[src/hdl/tensor_params.svh]
`ifndef TENSOR_PARAMS_SVH
`define TENSOR_PARAMS_SVH

// width of one matrix element, results wrap modulo 2^16
`define TENSOR_ELEM_W 16

// lanes served by one octet
`define TENSOR_LANES 8

// warps that can each hold one buffered first-in-pair instruction
`define TENSOR_NUM_WARPS 4

// width of a warp id, must cover TENSOR_NUM_WARPS
`define TENSOR_NW_WIDTH 2

// width of a destination register id
`define TENSOR_NR_BITS 5

// entries in the result FIFO between the dot-product pipeline and writeback
`define TENSOR_RESULT_DEPTH 2

`endif

[src/hdl/tensor_pkg.sv]
`default_nettype none

`include "tensor_params.svh"

package tensor_pkg;

    // one matrix element
    typedef logic [`TENSOR_ELEM_W-1:0] elem_t;

    // one element per lane of the octet
    typedef elem_t [`TENSOR_LANES-1:0] lanes_t;

    // half of an A or B operand as selected by the step field
    typedef elem_t [3:0] half_t;

    // 4x4 tile, first index is the row and second is the column
    typedef elem_t [3:0][3:0] tile_t;

    typedef logic [`TENSOR_NW_WIDTH-1:0] wid_t;

    typedef logic [`TENSOR_NR_BITS-1:0] rd_t;

endpackage

`default_nettype wire

[src/hdl/tile_if.sv]
`default_nettype none

// one result tile with its warp and destination register
interface tile_if;

    logic              valid;
    logic              ready;
    tensor_pkg::wid_t  wid;
    tensor_pkg::rd_t   rd;
    tensor_pkg::tile_t tile;

    // the source keeps wid, rd and tile stable while valid waits for ready
    modport source (output valid, wid, rd, tile, input ready);

    modport sink (input valid, wid, rd, tile, output ready);

endinterface

`default_nettype wire

[src/hdl/result_fifo.sv]
`default_nettype none

`include "tensor_params.svh"

module result_fifo (
    input  logic   clk,
    input  logic   reset,
    tile_if.sink   in,
    tile_if.source out
);

    localparam int DEPTH = `TENSOR_RESULT_DEPTH;
    localparam int PTR_W = (DEPTH > 1) ? $clog2(DEPTH) : 1;
    localparam int CNT_W = $clog2(DEPTH + 1);

    tensor_pkg::wid_t  wid_mem  [DEPTH];
    tensor_pkg::rd_t   rd_mem   [DEPTH];
    tensor_pkg::tile_t tile_mem [DEPTH];

    logic [PTR_W-1:0] wr_ptr;
    logic [PTR_W-1:0] rd_ptr;
    logic [CNT_W-1:0] count;

    logic push;
    logic pop;

    assign in.ready  = (count != CNT_W'(DEPTH));
    assign out.valid = (count != '0);
    assign push      = in.valid && in.ready;
    assign pop       = out.valid && out.ready;

    always_ff @(posedge clk) begin
        if (push) begin
            wid_mem[wr_ptr]  <= in.wid;
            rd_mem[wr_ptr]   <= in.rd;
            tile_mem[wr_ptr] <= in.tile;
        end
    end

    always_ff @(posedge clk) begin
        if (reset) begin
            wr_ptr <= '0;
            rd_ptr <= '0;
            count  <= '0;
        end else begin
            if (push) begin
                wr_ptr <= (wr_ptr == PTR_W'(DEPTH - 1)) ? '0 : wr_ptr + 1'b1;
            end
            if (pop) begin
                rd_ptr <= (rd_ptr == PTR_W'(DEPTH - 1)) ? '0 : rd_ptr + 1'b1;
            end
            count <= count + CNT_W'(push) - CNT_W'(pop);
        end
    end

    assign out.wid  = wid_mem[rd_ptr];
    assign out.rd   = rd_mem[rd_ptr];
    assign out.tile = tile_mem[rd_ptr];

    // a tile refused by the full FIFO waits unchanged at the input until there is room
    no_push_when_full: assert property (
        @(posedge clk) disable iff (reset)
        (in.valid && !in.ready) |=>
            (in.valid && $stable(in.wid) && $stable(in.rd) && $stable(in.tile))
    );

    // the consumer only takes a tile while one is stored
    no_pop_when_empty: assert property (
        @(posedge clk) disable iff (reset) out.ready |-> out.valid
    );

endmodule

`default_nettype wire

[src/flat_wrapper.sv]
// flat-port wrapper written by rule: the top's interface ports become plain ports
module result_fifo_flat 
  (clk, reset, in_valid, in_wid, in_rd, in_tile, in_ready, out_valid, out_wid, out_rd, out_tile, out_ready);
  tile_if in_i ();
  tile_if out_i ();
  input  logic clk;
  input  logic reset;
  input wire logic [$bits(in_i.valid)-1:0] in_valid;
  input wire logic [$bits(in_i.wid)-1:0] in_wid;
  input wire logic [$bits(in_i.rd)-1:0] in_rd;
  input wire logic [$bits(in_i.tile)-1:0] in_tile;
  output wire logic [$bits(in_i.ready)-1:0] in_ready;
  output wire logic [$bits(out_i.valid)-1:0] out_valid;
  output wire logic [$bits(out_i.wid)-1:0] out_wid;
  output wire logic [$bits(out_i.rd)-1:0] out_rd;
  output wire logic [$bits(out_i.tile)-1:0] out_tile;
  input wire logic [$bits(out_i.ready)-1:0] out_ready;
  assign in_i.valid = in_valid;
  assign in_i.wid = in_wid;
  assign in_i.rd = in_rd;
  assign in_i.tile = in_tile;
  assign in_ready = in_i.ready;
  assign out_valid = out_i.valid;
  assign out_wid = out_i.wid;
  assign out_rd = out_i.rd;
  assign out_tile = out_i.tile;
  assign out_i.ready = out_ready;
  result_fifo u_core (.clk(clk), .reset(reset), .in(in_i), .out(out_i));
endmodule
[config.mk]
export PLATFORM = sky130hd
export DESIGN_NAME = result_fifo_flat
export DESIGN_NICKNAME = d
export VERILOG_FILES = /design/src/hdl/tensor_pkg.sv /design/src/hdl/tile_if.sv /design/src/hdl/result_fifo.sv /design/src/flat_wrapper.sv
export VERILOG_INCLUDE_DIRS = /design/src /design/src/hdl
export SDC_FILE = /design/constraint.sdc
export NUM_CORES = 1
export LEC_CHECK = 0
export ABC_AREA = 1
export ABC_CLOCK_PERIOD_IN_PS = 12900
export BUFFER_PORTS_ARGS = -buffer_cell sky130_fd_sc_hd__buf_2
export CORE_UTILIZATION = 47
export DETAILED_ROUTE_END_ITERATION = 16
export HOLD_SLACK_MARGIN = 0.08
export PLACE_DENSITY = 0.77
export SYNTH_ARGS = -nofsm -noshare
export SYNTH_HDL_FRONTEND = slang
export SYNTH_SLANG_ARGS = --single-unit
[constraint.sdc]
create_clock -name clk -period 12.9 [get_ports clk]
set_input_delay 0.645 -clock clk [delete_from_list [all_inputs] [get_ports clk]]
set_output_delay 0.645 -clock clk [all_outputs]
set_load 0.03 [all_outputs]
==> results.json <==
{
  "critPathLaunchType": "register",
  "cts_tree": "yes",
  "yosysUniqueCellTypes": 13,
  "swShare_pct": 32.1,
  "die_height_microns": 206,
  "yosys.area_share.simple_pct": 0.404,
  "num_rows": 74,
  "io_buffers": 531,
  "worstHoldStart": "reset",
  "antenna_left": 0,
  "synth_area_sq_mm": 0.0195,
  "hold_violations": 0,
  "synth_top_family_by_area": "multiplexers",
  "cp.arrival_ns": 3.10,
  "grt_max_degree": 129,
  "p_clk_share_pct": 26.6,
  "r2r_start": "u_core.count[0]",
  "synth-seq-cells": 531,
  "core_area_sq_mm": 0.0408,
  "hpwl_microns": 27400,
  "routabilityCongestion": 0.783,
  "post_cts_buffers": 0,
  "drv_slew": 0,
  "first_pass_iters": 4,
  "required_ns": 12.26,
  "yosysMostFrequentCell": "edfxtp_1",
  "grt_overflow": 0,
  "worstRegToRegCells": 6,
  "synth_edf_count": 526,
  "vias": 9982,
  "syn2layout_area_growth_pct": 24.4,
  "clock_sinks": 531,
  "holdPathEnd": "u_core.count[0]",
  "finalSetupTns_ns": 0,
  "switchingPower_mw": 1.66,
  "vdd_drop_max_mv": 0.269,
  "clkLatencyLatePin_ns": 0.57,
  "vias_per_cell": 4.99,
  "r2r-end": "u_core.tile_mem[1][211]",
  "htreeDepth": 2,
  "muxShareOfSynthArea_pct": 16.5,
  "cts-resized-gates": 0,
  "synth_compound_area_share_pct": 0.0513,
  "wl_per_cell_microns": 20.1,
  "syn_inst": 857,
  "synthXorXnorAreaFrac_pct": 0,
  "clock_path_buffers": 3,
  "sequentialPowerShare_pct": 44.3,
  "holdWs_ns": 0.259,
  "status": "finished, final reports clean",
  "grt_pass1_vias": 10300,
  "hold_buffers": 0,
  "syn_avg_cell_area_sq_um": 22.7,
  "drc_errors": 0,
  "comb_power_share_pct": 29.2,
  "syn_nets": 1126,
  "die_w_microns": 206,
  "slew_headroom_pct": 24.8,
  "nets": 1690,
  "whs_path_depth": 2,
  "drt_iter0_drc": 502,
  "rsz0062_at_grt": "no",
  "ys.flop_type": "edfxtp_1",
  "drv_cap": 0,
  "start_util_pct": 47.7,
  "synthArstFlopShare_pct": 0,
  "synthTopCellsByArea": "edfxtp_1 (81%), mux2_2 (11%), mux2_4 (5.4%), dfxtp_1 (0.51%), buf_6 (0.46%)",
  "synthAdderAreaFrac_pct": 0.128,
  "yosysTopAreaCell": "edfxtp_1",
  "grt_pass1_wl_microns": 57000,
  "synthTopCellsByCount": "edfxtp_1 (526), mux2_2 (193), mux2_4 (70)",
  "hold_path_class": "input pin to register",
  "cts-root-buf": "clkbuf_16",
  "p_int_mw": 3.51,
  "numCtsBuffers": 52,
  "cts.clk_slew.worst_paths_ns": 0.06,
  "leakage_nw": 9.15,
  "reg2reg_slack_ns": 9.23,
  "setup_viol": 0,
  "yosys_warnings": 0,
  "synth_top_area_share_pct": 81.0,
  "worst_slew_pin_slew_ns": 1.13,
  "ioPinCount": 532,
  "antenna_found_initial": 10,
  "crit_path_end_kind": "primary output",
  "drive_above_1_share_pct": 59.4,
  "post-route-min-period_ns": 3.75,
  "die_area_sq_mm": 0.0423,
  "synth_seq_area_share_pct": 81.5,
  "path_max_fanout": 75,
  "groute.usage.overall_pct": 18.0,
  "crit_type": "register to primary output",
  "drt-total-wl_microns": 40300,
  "skew_ns": 0.0121,
  "powerDensity_mw_per_mm2": 213,
  "post-route-period-util_pct": 29.0,
  "max_freq_mhz": 267
}
-- registers in the layout, indices dropped and copies added, names as in the netlist, named ones only --
name	cells
u_core.tile_mem	512
u_core.wr_ptr	1
u_core.rd_mem	10
u_core.rd_ptr	1
u_core.count	2
u_core.wid_mem	4
-- cells in the final DEF, fill, tap and decap left out --
cell	instances
a21oi_1	2
ha_1	2
nor2_4	1
bufinv_16	2
diode_2	7
clkinv_2	6
mux2_4	70
clkbuf_1	14
inv_8	1
mux2_2	193
inv_1	9
clkinv_1	17
nor2_1	8
buf_4	7
nand2_1	8
clkbuf_16	53
edfxtp_1	526
nand3_1	3
dfxtp_4	1
buf_12	1
inv_6	1
dfxtp_1	4
buf_2	531
-- layout make-up --
| type | instances | area (sq um) |
|---|---|---|
| Multi-Input combinational cell | 287 | 3350 |
| Timing Repair Buffer | 539 | 2730 |
| Clock buffer | 67 | 1380 |
| Clock inverter | 26 | 163 |
| Tap cell | 532 | 666 |
| Sequential cell | 531 | 15900 |
| Antenna cell | 7 | 17.5 |
| Fill cell | 2985 | 16600 |
| Inverter | 10 | 45.0 |
-- cells by family after synthesis --
family / count (synthesis)
adders and majority gates: 2
muxes: 263
DFF: 531
buffers and inverters: 39
and+or+nand+nor: 20
AOI/OAI and AO/OA: 2
-- power groups by stage --
stage	Combinational, mW	Clock, mW	Sequential, mW
after floorplan	1.13	0	2.39
after global placement	1.50	0	2.31
after detailed placement	1.51	0	2.33
after CTS	1.52	1.41	2.29
after global routing	1.59	1.47	2.31
final	1.51	1.38	2.29
-- how the worst max path moves through the flow --
stage	from	end	slack, ns	depth (start not counted)
5_1_grt	u_core.count[0]	u_core.tile_mem[1][100]	9.01	6
6_report	register	out_tile[141]	9.15	3
3_3_place_gp	in_valid	u_core.tile_mem[1][145]	8.95	5
4_1_cts	register	out_tile[141]	9.11	3
3_5_place_dp	in_valid	u_core.tile_mem[1][145]	8.97	5
2_1_floorplan	u_core.count[0]	u_core.rd_mem[0][0]	0.35	4
-- critical path, cell delays in order, from the launching register on --
cell and delay (ns):
dfxtp_4 0.86, buf_4 0.90, mux2_2 0.44, buf_2 0.19
-- metal layers --
| layer | part of all wire, % | vias up | GRT usage [%] |
|---|---|---|---|
| li1 | - | 4560 | - |
| met1 | 35 | 4918 | 19.2 |
| met2 | 52 | 426 | 31.7 |
| met3 | 10 | 70 | 7.16 |
| met4 | 2.6 | 8 | 7.20 |
| met5 | 0.13 | - | 0 |
-- stage by stage --
| step | util (%) | setup slack (ns) | cells | power, mW | area, sq um |
|---|---|---|---|---|---|
| after floorplan | - | 0.355 | 857 | 3.51 | 19500 |
| after detailed placement | 55.6 | 8.97 | 1899 | 3.84 | 22700 |
| after CTS | 59.3 | 9.11 | 1992 | 5.22 | 24200 |
| final | 59.4 | 9.15 | 1999 | 5.18 | 24200 |
| after global routing | 59.4 | 9.01 | 1998 | 5.36 | 24200 |
| after global placement | 55.6 | 8.95 | 1899 | 3.81 | 22700 |
Note: power is estimated with default switching activity, not from simulation.
