### src/hdl/tensor_params.svh
`ifndef TENSOR_PARAMS_SVH
`define TENSOR_PARAMS_SVH

// width of one matrix element, results wrap modulo 2^16
`define TENSOR_ELEM_W 16

// lanes served by one octet
`define TENSOR_LANES 8

// warps that can each hold one buffered first-in-pair instruction
`define TENSOR_NUM_WARPS 4

// width of a warp id, must cover TENSOR_NUM_WARPS
`define TENSOR_NW_WIDTH 2

// width of a destination register id
`define TENSOR_NR_BITS 5

// entries in the result FIFO between the dot-product pipeline and writeback
`define TENSOR_RESULT_DEPTH 2

`endif

### src/hdl/tensor_pkg.sv
`default_nettype none

`include "tensor_params.svh"

package tensor_pkg;

    // one matrix element
    typedef logic [`TENSOR_ELEM_W-1:0] elem_t;

    // one element per lane of the octet
    typedef elem_t [`TENSOR_LANES-1:0] lanes_t;

    // half of an A or B operand as selected by the step field
    typedef elem_t [3:0] half_t;

    // 4x4 tile, first index is the row and second is the column
    typedef elem_t [3:0][3:0] tile_t;

    typedef logic [`TENSOR_NW_WIDTH-1:0] wid_t;

    typedef logic [`TENSOR_NR_BITS-1:0] rd_t;

endpackage

`default_nettype wire

### src/hdl/tile_if.sv
`default_nettype none

// one result tile with its warp and destination register
interface tile_if;

    logic              valid;
    logic              ready;
    tensor_pkg::wid_t  wid;
    tensor_pkg::rd_t   rd;
    tensor_pkg::tile_t tile;

    // the source keeps wid, rd and tile stable while valid waits for ready
    modport source (output valid, wid, rd, tile, input ready);

    modport sink (input valid, wid, rd, tile, output ready);

endinterface

`default_nettype wire

### src/hdl/writeback_split.sv
`default_nettype none

`include "tensor_params.svh"

module writeback_split (
    input  logic               clk,
    input  logic               reset,
    tile_if.sink               in,
    output logic               result_valid,
    input  logic               result_ready,
    output tensor_pkg::wid_t   result_wid,
    output tensor_pkg::rd_t    result_rd,
    output logic               result_beat,
    output tensor_pkg::lanes_t result_data
);

    // 0 while columns 0 and 2 are presented, 1 for columns 1 and 3
    logic beat;
    logic accept;

    assign accept       = result_valid && result_ready;
    assign result_valid = in.valid;
    assign result_wid   = in.wid;
    assign result_rd    = in.rd;
    assign result_beat  = beat;

    // the tile leaves the FIFO only once its second beat is taken
    assign in.ready = accept && beat;

    always_ff @(posedge clk) begin
        if (reset) begin
            beat <= 1'b0;
        end else if (accept) begin
            beat <= ~beat;
        end
    end

    // lane bit 0 picks the row within a pair, bit 1 the column pair
    // and bit 2 the upper two rows
    for (genvar l = 0; l < `TENSOR_LANES; l++) begin : g_lane
        localparam int ROW = 2 * (l / 4) + (l % 2);
        localparam int COL = 2 * ((l / 2) % 2);
        assign result_data[l] = beat ? in.tile[ROW][COL + 1] : in.tile[ROW][COL];
    end

    // a beat that is held back stays on the bus unchanged
    beat_held_stable: assert property (
        @(posedge clk) disable iff (reset)
        (result_valid && !result_ready) |=> (result_valid && $stable(result_data))
    );

endmodule

`default_nettype wire

### src/flat_wrapper.sv
// flat-port wrapper written by rule: the top's interface ports become plain ports
module writeback_split_flat 
  (clk, reset, result_valid, result_ready, result_wid, result_rd, result_beat, result_data, in_valid, in_wid, in_rd, in_tile, in_ready);
  tile_if in_i ();
  input  logic clk;
  input  logic reset;
  output logic result_valid;
  input  logic result_ready;
  output tensor_pkg::wid_t result_wid;
  output tensor_pkg::rd_t result_rd;
  output logic result_beat;
  output tensor_pkg::lanes_t result_data;
  input wire logic [$bits(in_i.valid)-1:0] in_valid;
  input wire logic [$bits(in_i.wid)-1:0] in_wid;
  input wire logic [$bits(in_i.rd)-1:0] in_rd;
  input wire logic [$bits(in_i.tile)-1:0] in_tile;
  output wire logic [$bits(in_i.ready)-1:0] in_ready;
  assign in_i.valid = in_valid;
  assign in_i.wid = in_wid;
  assign in_i.rd = in_rd;
  assign in_i.tile = in_tile;
  assign in_ready = in_i.ready;
  writeback_split u_core (.clk(clk), .reset(reset), .in(in_i), .result_valid(result_valid), .result_ready(result_ready), .result_wid(result_wid), .result_rd(result_rd), .result_beat(result_beat), .result_data(result_data));
endmodule
### config.mk
export PLATFORM = sky130hd
export DESIGN_NAME = writeback_split_flat
export DESIGN_NICKNAME = d
export VERILOG_FILES = /design/src/hdl/tensor_pkg.sv /design/src/hdl/tile_if.sv /design/src/hdl/writeback_split.sv /design/src/flat_wrapper.sv
export VERILOG_INCLUDE_DIRS = /design/src /design/src/hdl
export SDC_FILE = /design/constraint.sdc
export NUM_CORES = 1
export LEC_CHECK = 0
export ABC_AREA = 1
export ABC_CLOCK_PERIOD_IN_PS = 1000
export BUFFER_PORTS_ARGS = -buffer_cell sky130_fd_sc_hd__buf_2
export CELL_PAD_IN_SITES_DETAIL_PLACEMENT = 1
export CELL_PAD_IN_SITES_GLOBAL_PLACEMENT = 1
export CORE_AREA = 2 2 159 161
export DETAILED_ROUTE_END_ITERATION = 6
export DIE_AREA = 0 0 161 163
export PLACE_DENSITY_LB_ADDON = 0.1
export SYNTH_ARGS = -nofsm -noshare
export SYNTH_HDL_FRONTEND = slang
export SYNTH_SLANG_ARGS = --single-unit
### constraint.sdc
create_clock -name clk -period 1 [get_ports clk]
set_input_delay 0.1 -clock clk [delete_from_list [all_inputs] [get_ports clk]]
set_output_delay 0.1 -clock clk [all_outputs]
set_load 0.02 [all_outputs]
==> reports/summary.md, run 1 <==
Share of the cycle needed by the critical path after routing: 1.15. Setup repair after global routing could not meet its margin everywhere. The run gives 4,137 as the number of global-route vias before repair. The detail route stage leaves a number of antenna-violating nets equal to 0. The number of placed instances, taps included, is 1,142. Derived from the worst setup path, the maximum achievable clock frequency is 870 MHz. Summed over all nets, the half-perimeter wirelength after detailed placement is 13.1 mm.

The I/O pin count is 405, and the final design utilization is 0.216. IR analysis of the VDD net gives a maximum drop of 152 uV. Flip-flop count of the largest register after layout: 1. The area enclosed by the die boundary was 0.0262 sq mm; the transition at the pin with the smallest max-transition slack was 0.169 ns. The count of final max-slew check failures is 0, and the power per cell area is 643 mW/mm^2.

Excluding fillers, the count of instances in the completed layout stands at 1,156. The height of the die is 163 um, and the worst-path maximum fanout is 9. In this run the worst hold path is classified as in -> out. Sorting the synthesized cells by how often they occur yields sky130_fd_sc_hd__nand2_1 (385), sky130_fd_sc_hd__buf_6 (14), sky130_fd_sc_hd__buf_2 (12), sky130_fd_sc_hd__buf_4 (9), sky130_fd_sc_hd__inv_1 (2). Measured along the x axis, the die boundary spans 161 um. The first detailed-routing pass ran for 4 iterations.

The number of inserted filler cells in the final layout is 3,183. Sequential element share of the synthesized area: 0.0111. The run finished, with violations left. The number of failing hold endpoints at the final stage was 0; the count of synthesis-stage warnings from yosys was 0.

Wires add up to 16.7 mm. The proportion of total power due to net switching was 0.531; the cell count after synthesis was 429. For the cell area after placement, the log shows 0.00468 sq mm.

The slack of the critical path was -0.150 ns. The multi-input combinational cells in the finished layout cover a total of 0.00196 sq mm. For the net load switching power, the log shows 1.82 mW. The core region is 0.0247 sq mm.

The most used flip-flop cell after synthesis is sky130_fd_sc_hd__dfxtp_1. Entering global routing, the biggest net connects 32 pins. The analysis attributes to cell leakage a power of 3.16 nW. The floorplan has 58 rows.

The combinational cell fraction of total power was 0.985; the number of nets in the synthesized netlist was 696. The detailed router finished its first iteration with 77 violations. Across the run, the number of max-cap violations was 0. Averaged over all synthesized cells, the footprint is 4.19 sq um. The initial antenna violation count is 1, and the data required time at the worst endpoint is 0.90 ns.

The worst setup path is of the reg -> out kind. The internal portion of the total power is 1.61 mW. The clock tree skew after final layout is 0 ns, and the number of input and output port buffers inserted is 390.

In the final layout, flip-flops and latches occupy 23.8 sq um. Yosys mapped a number of flops with a built-in enable equal to 0. The synthesized netlist contains 12 unique library cells.

The run gives 1,094 as the number of nets in the layout. The top cell type by total area after synthesis is sky130_fd_sc_hd__nand2_1. The fraction of synthesized cell area taken by the top area cell type works out to 0.804.

The final reports fail on setup timing. For the cell area after layout, the log shows 0.00533 sq mm. The total routing resource utilization after global routing is 0.106. The final setup violation count is 129, and the summed instance area of the synthesized netlist is 0.00180 sq mm.

Summed over all layers, the global routing overflow is 0. In this run, post-CTS hold repair placed 0 buffers. The total via count in the routed design is 4,012, and the final RePlAce weighted congestion is 0.755. Clock-pin slew was measured on the worst setup and hold paths at 0 ns. For the tightest slew margin relative to the limit, the log shows 0.887.

After detailed routing, the average wire length per cell comes to 14.4 um. STA classifies the critical path endpoint as a primary output. The initial standard-cell utilization of the core was 0.0728; the number of register bits inferred by synthesis was 1. From synthesis to final layout, the design area changed by 197%.

The per-cell via count in the routed design works out to 3.47. The later pin in the worst-skew pair is clocked with a latency of 0 ns. Data arrival time of the critical path: 1.05 ns. The setup TNS after final layout is -13.82 ns. Among all cell types in the netlist, the one instantiated most often is sky130_fd_sc_hd__nand2_1. The fraction of power consumed by sequential logic came out at 0.015. The tools report the portion of total power attributed to the clock network as 0. Ranked by total cell area, the synthesized netlist is headed by sky130_fd_sc_hd__nand2_1 (80%), sky130_fd_sc_hd__buf_6 (8.8%), sky130_fd_sc_hd__buf_4 (3.8%). The first global-routing pass estimated 22.2 mm of wire. The share of flip-flops with an asynchronous set or reset after synthesis was 0; the time the worst path needs with I/O delays and setup was 1.15 ns. For the total DRC errors in the routed layout, the log shows 0. Sort of element at the start of the critical path: a register. Share of layout cells above drive strength 1: 0.708.
path summary, 6_finish.rpt:
kind | end | slack (ns) | depth (start not counted) | start
setup / recovery | result_data[60] | -0.15 | 6 | u_core.result_beat
hold / removal | result_rd[3] | 0.20 | 0 | in_rd[3]
setup reg to reg | u_core.result_beat | 0.07 | 4 | u_core.result_beat
hold reg to reg | u_core.result_beat | 0.82 | 4 | u_core.result_beat
critical path, stage by stage (launching register included):
cell	delay, ns
sky130_fd_sc_hd__dfxtp_4	0.36
sky130_fd_sc_hd__inv_8	0.10
sky130_fd_sc_hd__buf_12	0.16
sky130_fd_sc_hd__buf_12	0.14
sky130_fd_sc_hd__nand2_1	0.07
sky130_fd_sc_hd__nand2_2	0.08
sky130_fd_sc_hd__buf_6	0.12
cells by family after synthesis:
| logic type | share of synthesized area |
|---|---|
| flops | 0.0111 |
| compound gates | 0.00278 |
| buf+inv | 0.177 |
| simple gates | 0.809 |
stage by stage:
step | total power, mW | setup slack (ns) | hold WS [ns]
2_1_floorplan | 1.72 | -0.0836 | 0.236
3_3_place_gp | 2.99 | -0.175 | 0.200
3_5_place_dp | 2.97 | -0.193 | 0.200
4_1_cts | 3.27 | -0.160 | 0.200
5_1_grt | 3.72 | -0.214 | 0.200
6_report | 3.43 | -0.150 | 0.200
power groups by stage:
stage | Sequential (mW) | Clock [mW] | Combinational (mW)
after floorplan | 0.0484 | 0 | 1.67
after CTS | 0.0504 | 0 | 3.22
after detailed placement | 0.0498 | 0 | 2.92
after global routing | 0.0531 | 0.000000134 | 3.67
after global placement | 0.0496 | 0 | 2.94
final | 0.0523 | 0.000000134 | 3.38
final cells by class:
type                       instances  share of cell area
sequential                         1             0.00446
tap                              330              0.0774
multi-input combinational        388               0.367
inverter                           3             0.00352
antenna                            1            0.000469
timing repair buffer             433               0.548
placed cells by master, fill, tap and decap left out, drive strengths merged:
cell type,netlist,layout
buf,36,423
nand2,385,385
clkbuf,1,10
inv,3,3
diode,0,1
nand3,1,1
a21oi,1,1
nor2,1,1
dfxtp,1,1
metal layers:
metal	vias to the layer above	share of wire	global-route usage
met3	2	0.098	0.0303
met5	-	0	0
met1	1727	0.38	0.112
li1	2050	-	-
met2	233	0.52	0.215
met4	0	0.0024	0.00284
timing repair:
action | in CTS | in global routing
buffers inserted | 3 | 2
resized for setup | 96 | 41
endpoints found under the setup margin | 130 | 131
gates cloned | 2 | 7
Note: power is estimated with default switching activity, not from simulation.
==> run 2, diff against run 1 <==
SKIP_CTS_REPAIR_TIMING = 1   (was unset)
==> reports/summary.md, run 2 (synthesis results as in run 1) <==
The flow ran to the end, but the final reports show violations. The final reports fail on setup timing. The tools report the number of failing hold endpoints at the final stage as 0. The family of cells with the greatest summed delay on the critical path was buffers and inverters. The wire length of the first global-routing pass was 21.5 mm.

The tightest slew margin relative to the limit is 0.887. The worst hold path belongs to the class in -> out. The data required time at the worst endpoint is 0.90 ns, and the flip-flop count of the largest register after layout is 1. The wire-length estimate of the detail-placed layout is 13.1 mm. In the final routed layout, each cell accounts on average for 14.0 um. The total DRC errors in the routed layout came out at 0. The run gives 0 as the portion of total power attributed to the clock network. Sort of element at the start of the critical path: a register.

The share of the cycle needed by the critical path after routing was 1.17; the per-cell via count in the routed design was 3.46. The later pin in the worst-skew pair is clocked with a latency of 0 ns. The wire length reported by the detailed router is 16.1 mm, and the setup slack of the most critical reg-to-reg path is 0.03 ns. Commonest non-fill, non-tap cell in the layout: sky130_fd_sc_hd__buf_2.

The longest individual stage delay on the worst path came out at 0.40 ns. The worst reg2reg path startpoint is u_core.result_beat. The type of the worst setup path was reg -> out. The final design utilization is 0.207, and the area enclosed by the die boundary is 0.0262 sq mm.

Data on the critical path arrives at its endpoint at 1.07 ns. The number of input and output port buffers inserted was 390; the initial DRC count was 95. The count of final max-slew check failures was 0; the worst-path maximum fanout was 9.

The pre-antenna-repair detailed-routing pass consisted of 4 iterations. Summed over all failing endpoints, the final setup total negative slack is -15.34 ns. The worst slack on hold paths was 0.200 ns. The placeable core region was 0.0247 sq mm; the fraction of power consumed by sequential logic was 0.017. The die extent in x was 161 um; the placed cell count was 1,142.

The combinational cell fraction of total power came out at 0.983. Across the routed clock network, the largest skew measured is 0 ns. The number of nets in the layout was 1,092; the leakage power of the design was 3.11 nW. The detail route stage leaves a number of antenna-violating nets equal to 0. In this run the most critical hold path is launched from in_rd[3]. In this run the critical register-to-register path is captured at u_core.result_beat.

Across the VDD grid, the largest voltage drop is 150 uV. The tools report the total via count in the routed design as 3,989. The finished layout holds 1,154 standard cells, fillers aside. The signal on the critical path passes through inv_8 > buf_12 > buf_12 > nand2_1 > nand2_2 > buf_4. The initial standard-cell utilization of the core was 0.0728; the clock transition at the registers of the reported paths was 0 ns. The congestion estimate from routability-driven global placement came to 0.755. The worst setup path is captured at a primary output.

The number of global-route vias before repair is 4,051, and the height of the die is 163 um. The maximum number of pins on one net before global-route repair is 63, and the transition at the pin with the smallest max-transition slack is 0.170 ns. For the slack of the critical path, the log shows -0.171 ns. From synthesis to final layout, the design area changed by 185%. The number of placement rows is 58, and the post-place setup slack is -0.193 ns.

Initial antenna violation count: 1. Together, buffers and inverters on the worst path number 4. In this run the power density over the cells is 630 mW/mm^2. The top cell types in the final layout, fill and taps aside, are sky130_fd_sc_hd__buf_2 (352), sky130_fd_sc_hd__nand2_1 (238), sky130_fd_sc_hd__nand2_2 (119). Setup repair after global routing could not meet its margin everywhere. 405 I/O pins were placed. For this run the aggregate overflow at the end of global routing stands at 0. The number of violations of the max-capacitance limit was 0; the proportion of total power due to net switching was 0.552. The tools report the cell internal power dissipation as 1.45 mW.

Setup violations remaining at the end of the flow were counted as 130. Endpoint of the worst hold-timing path: result_rd[3]. After detailed placement, the total cell area comes to 0.00468 sq mm. The design draws 3.23 mW.

Cell with the biggest individual delay on the critical path: sky130_fd_sc_hd__dfxtp_4. For the total routing resource utilization after global routing, the log shows 0.101. The maximum achievable frequency was 854 MHz. Counting instances, the worst hold path has a depth of 0. The share of layout cells above drive strength 1 is 0.707, and the time the worst path needs with I/O delays and setup is 1.17 ns. Summed over all nets, the switching power comes to 1.78 mW. Once layout is done, the placed cells without fillers occupy 0.00512 sq mm. The depth of the worst register-to-register path was 4. The most numerous cell type found on the critical path is sky130_fd_sc_hd__buf_12.
-- run 2: power by group through the flow --
stage	logic [mW]	registers (mW)	clock network, mW
5_1_grt	3.46	0.0541	0.000000134
2_1_floorplan	1.67	0.0484	0
3_5_place_dp	2.92	0.0498	0
4_1_cts	2.93	0.0498	0
6_report	3.17	0.0533	0.000000134
3_3_place_gp	2.94	0.0496	0
-- run 2: per-layer routing --
| metal | share of wire | global-route usage | vias to the layer above |
|---|---|---|---|
| li1 | - | - | 2045 |
| met1 | 0.38 | 0.109 | 1709 |
| met2 | 0.52 | 0.205 | 233 |
| met3 | 0.099 | 0.0278 | 2 |
| met4 | 0.0025 | 0.00284 | 0 |
| met5 | 0 | 0 | - |
-- run 2: how the worst max path moves through the flow --
stage                             from                to  cells after the start
detailed placement  u_core.result_beat    result_data[1]                      6
floorplan           u_core.result_beat  result_data[120]                      6
global placement    u_core.result_beat    result_data[1]                      6
CTS                 u_core.result_beat    result_data[1]                      6
global route        u_core.result_beat   result_data[77]                      6
finish              u_core.result_beat   result_data[60]                      6
-- run 2: layout make-up --
| type | instances | area, sq um |
|---|---|---|
| diodes | 1 | 2.50 |
| well taps | 330 | 413 |
| multi-input cells | 388 | 1970 |
| inverters | 3 | 18.8 |
| fillers | 3211 | 19600 |
| repair buffers | 431 | 2690 |
| flip-flops and latches | 1 | 23.8 |
-- run 2: worst register-to-register path, cell delays in order, from the launching register on --
cell and delay, ns:
sky130_fd_sc_hd__dfxtp_4 0.37, sky130_fd_sc_hd__buf_4 0.16, sky130_fd_sc_hd__clkbuf_16 0.17, sky130_fd_sc_hd__a21oi_2 0.10, sky130_fd_sc_hd__nor2_1 0.05
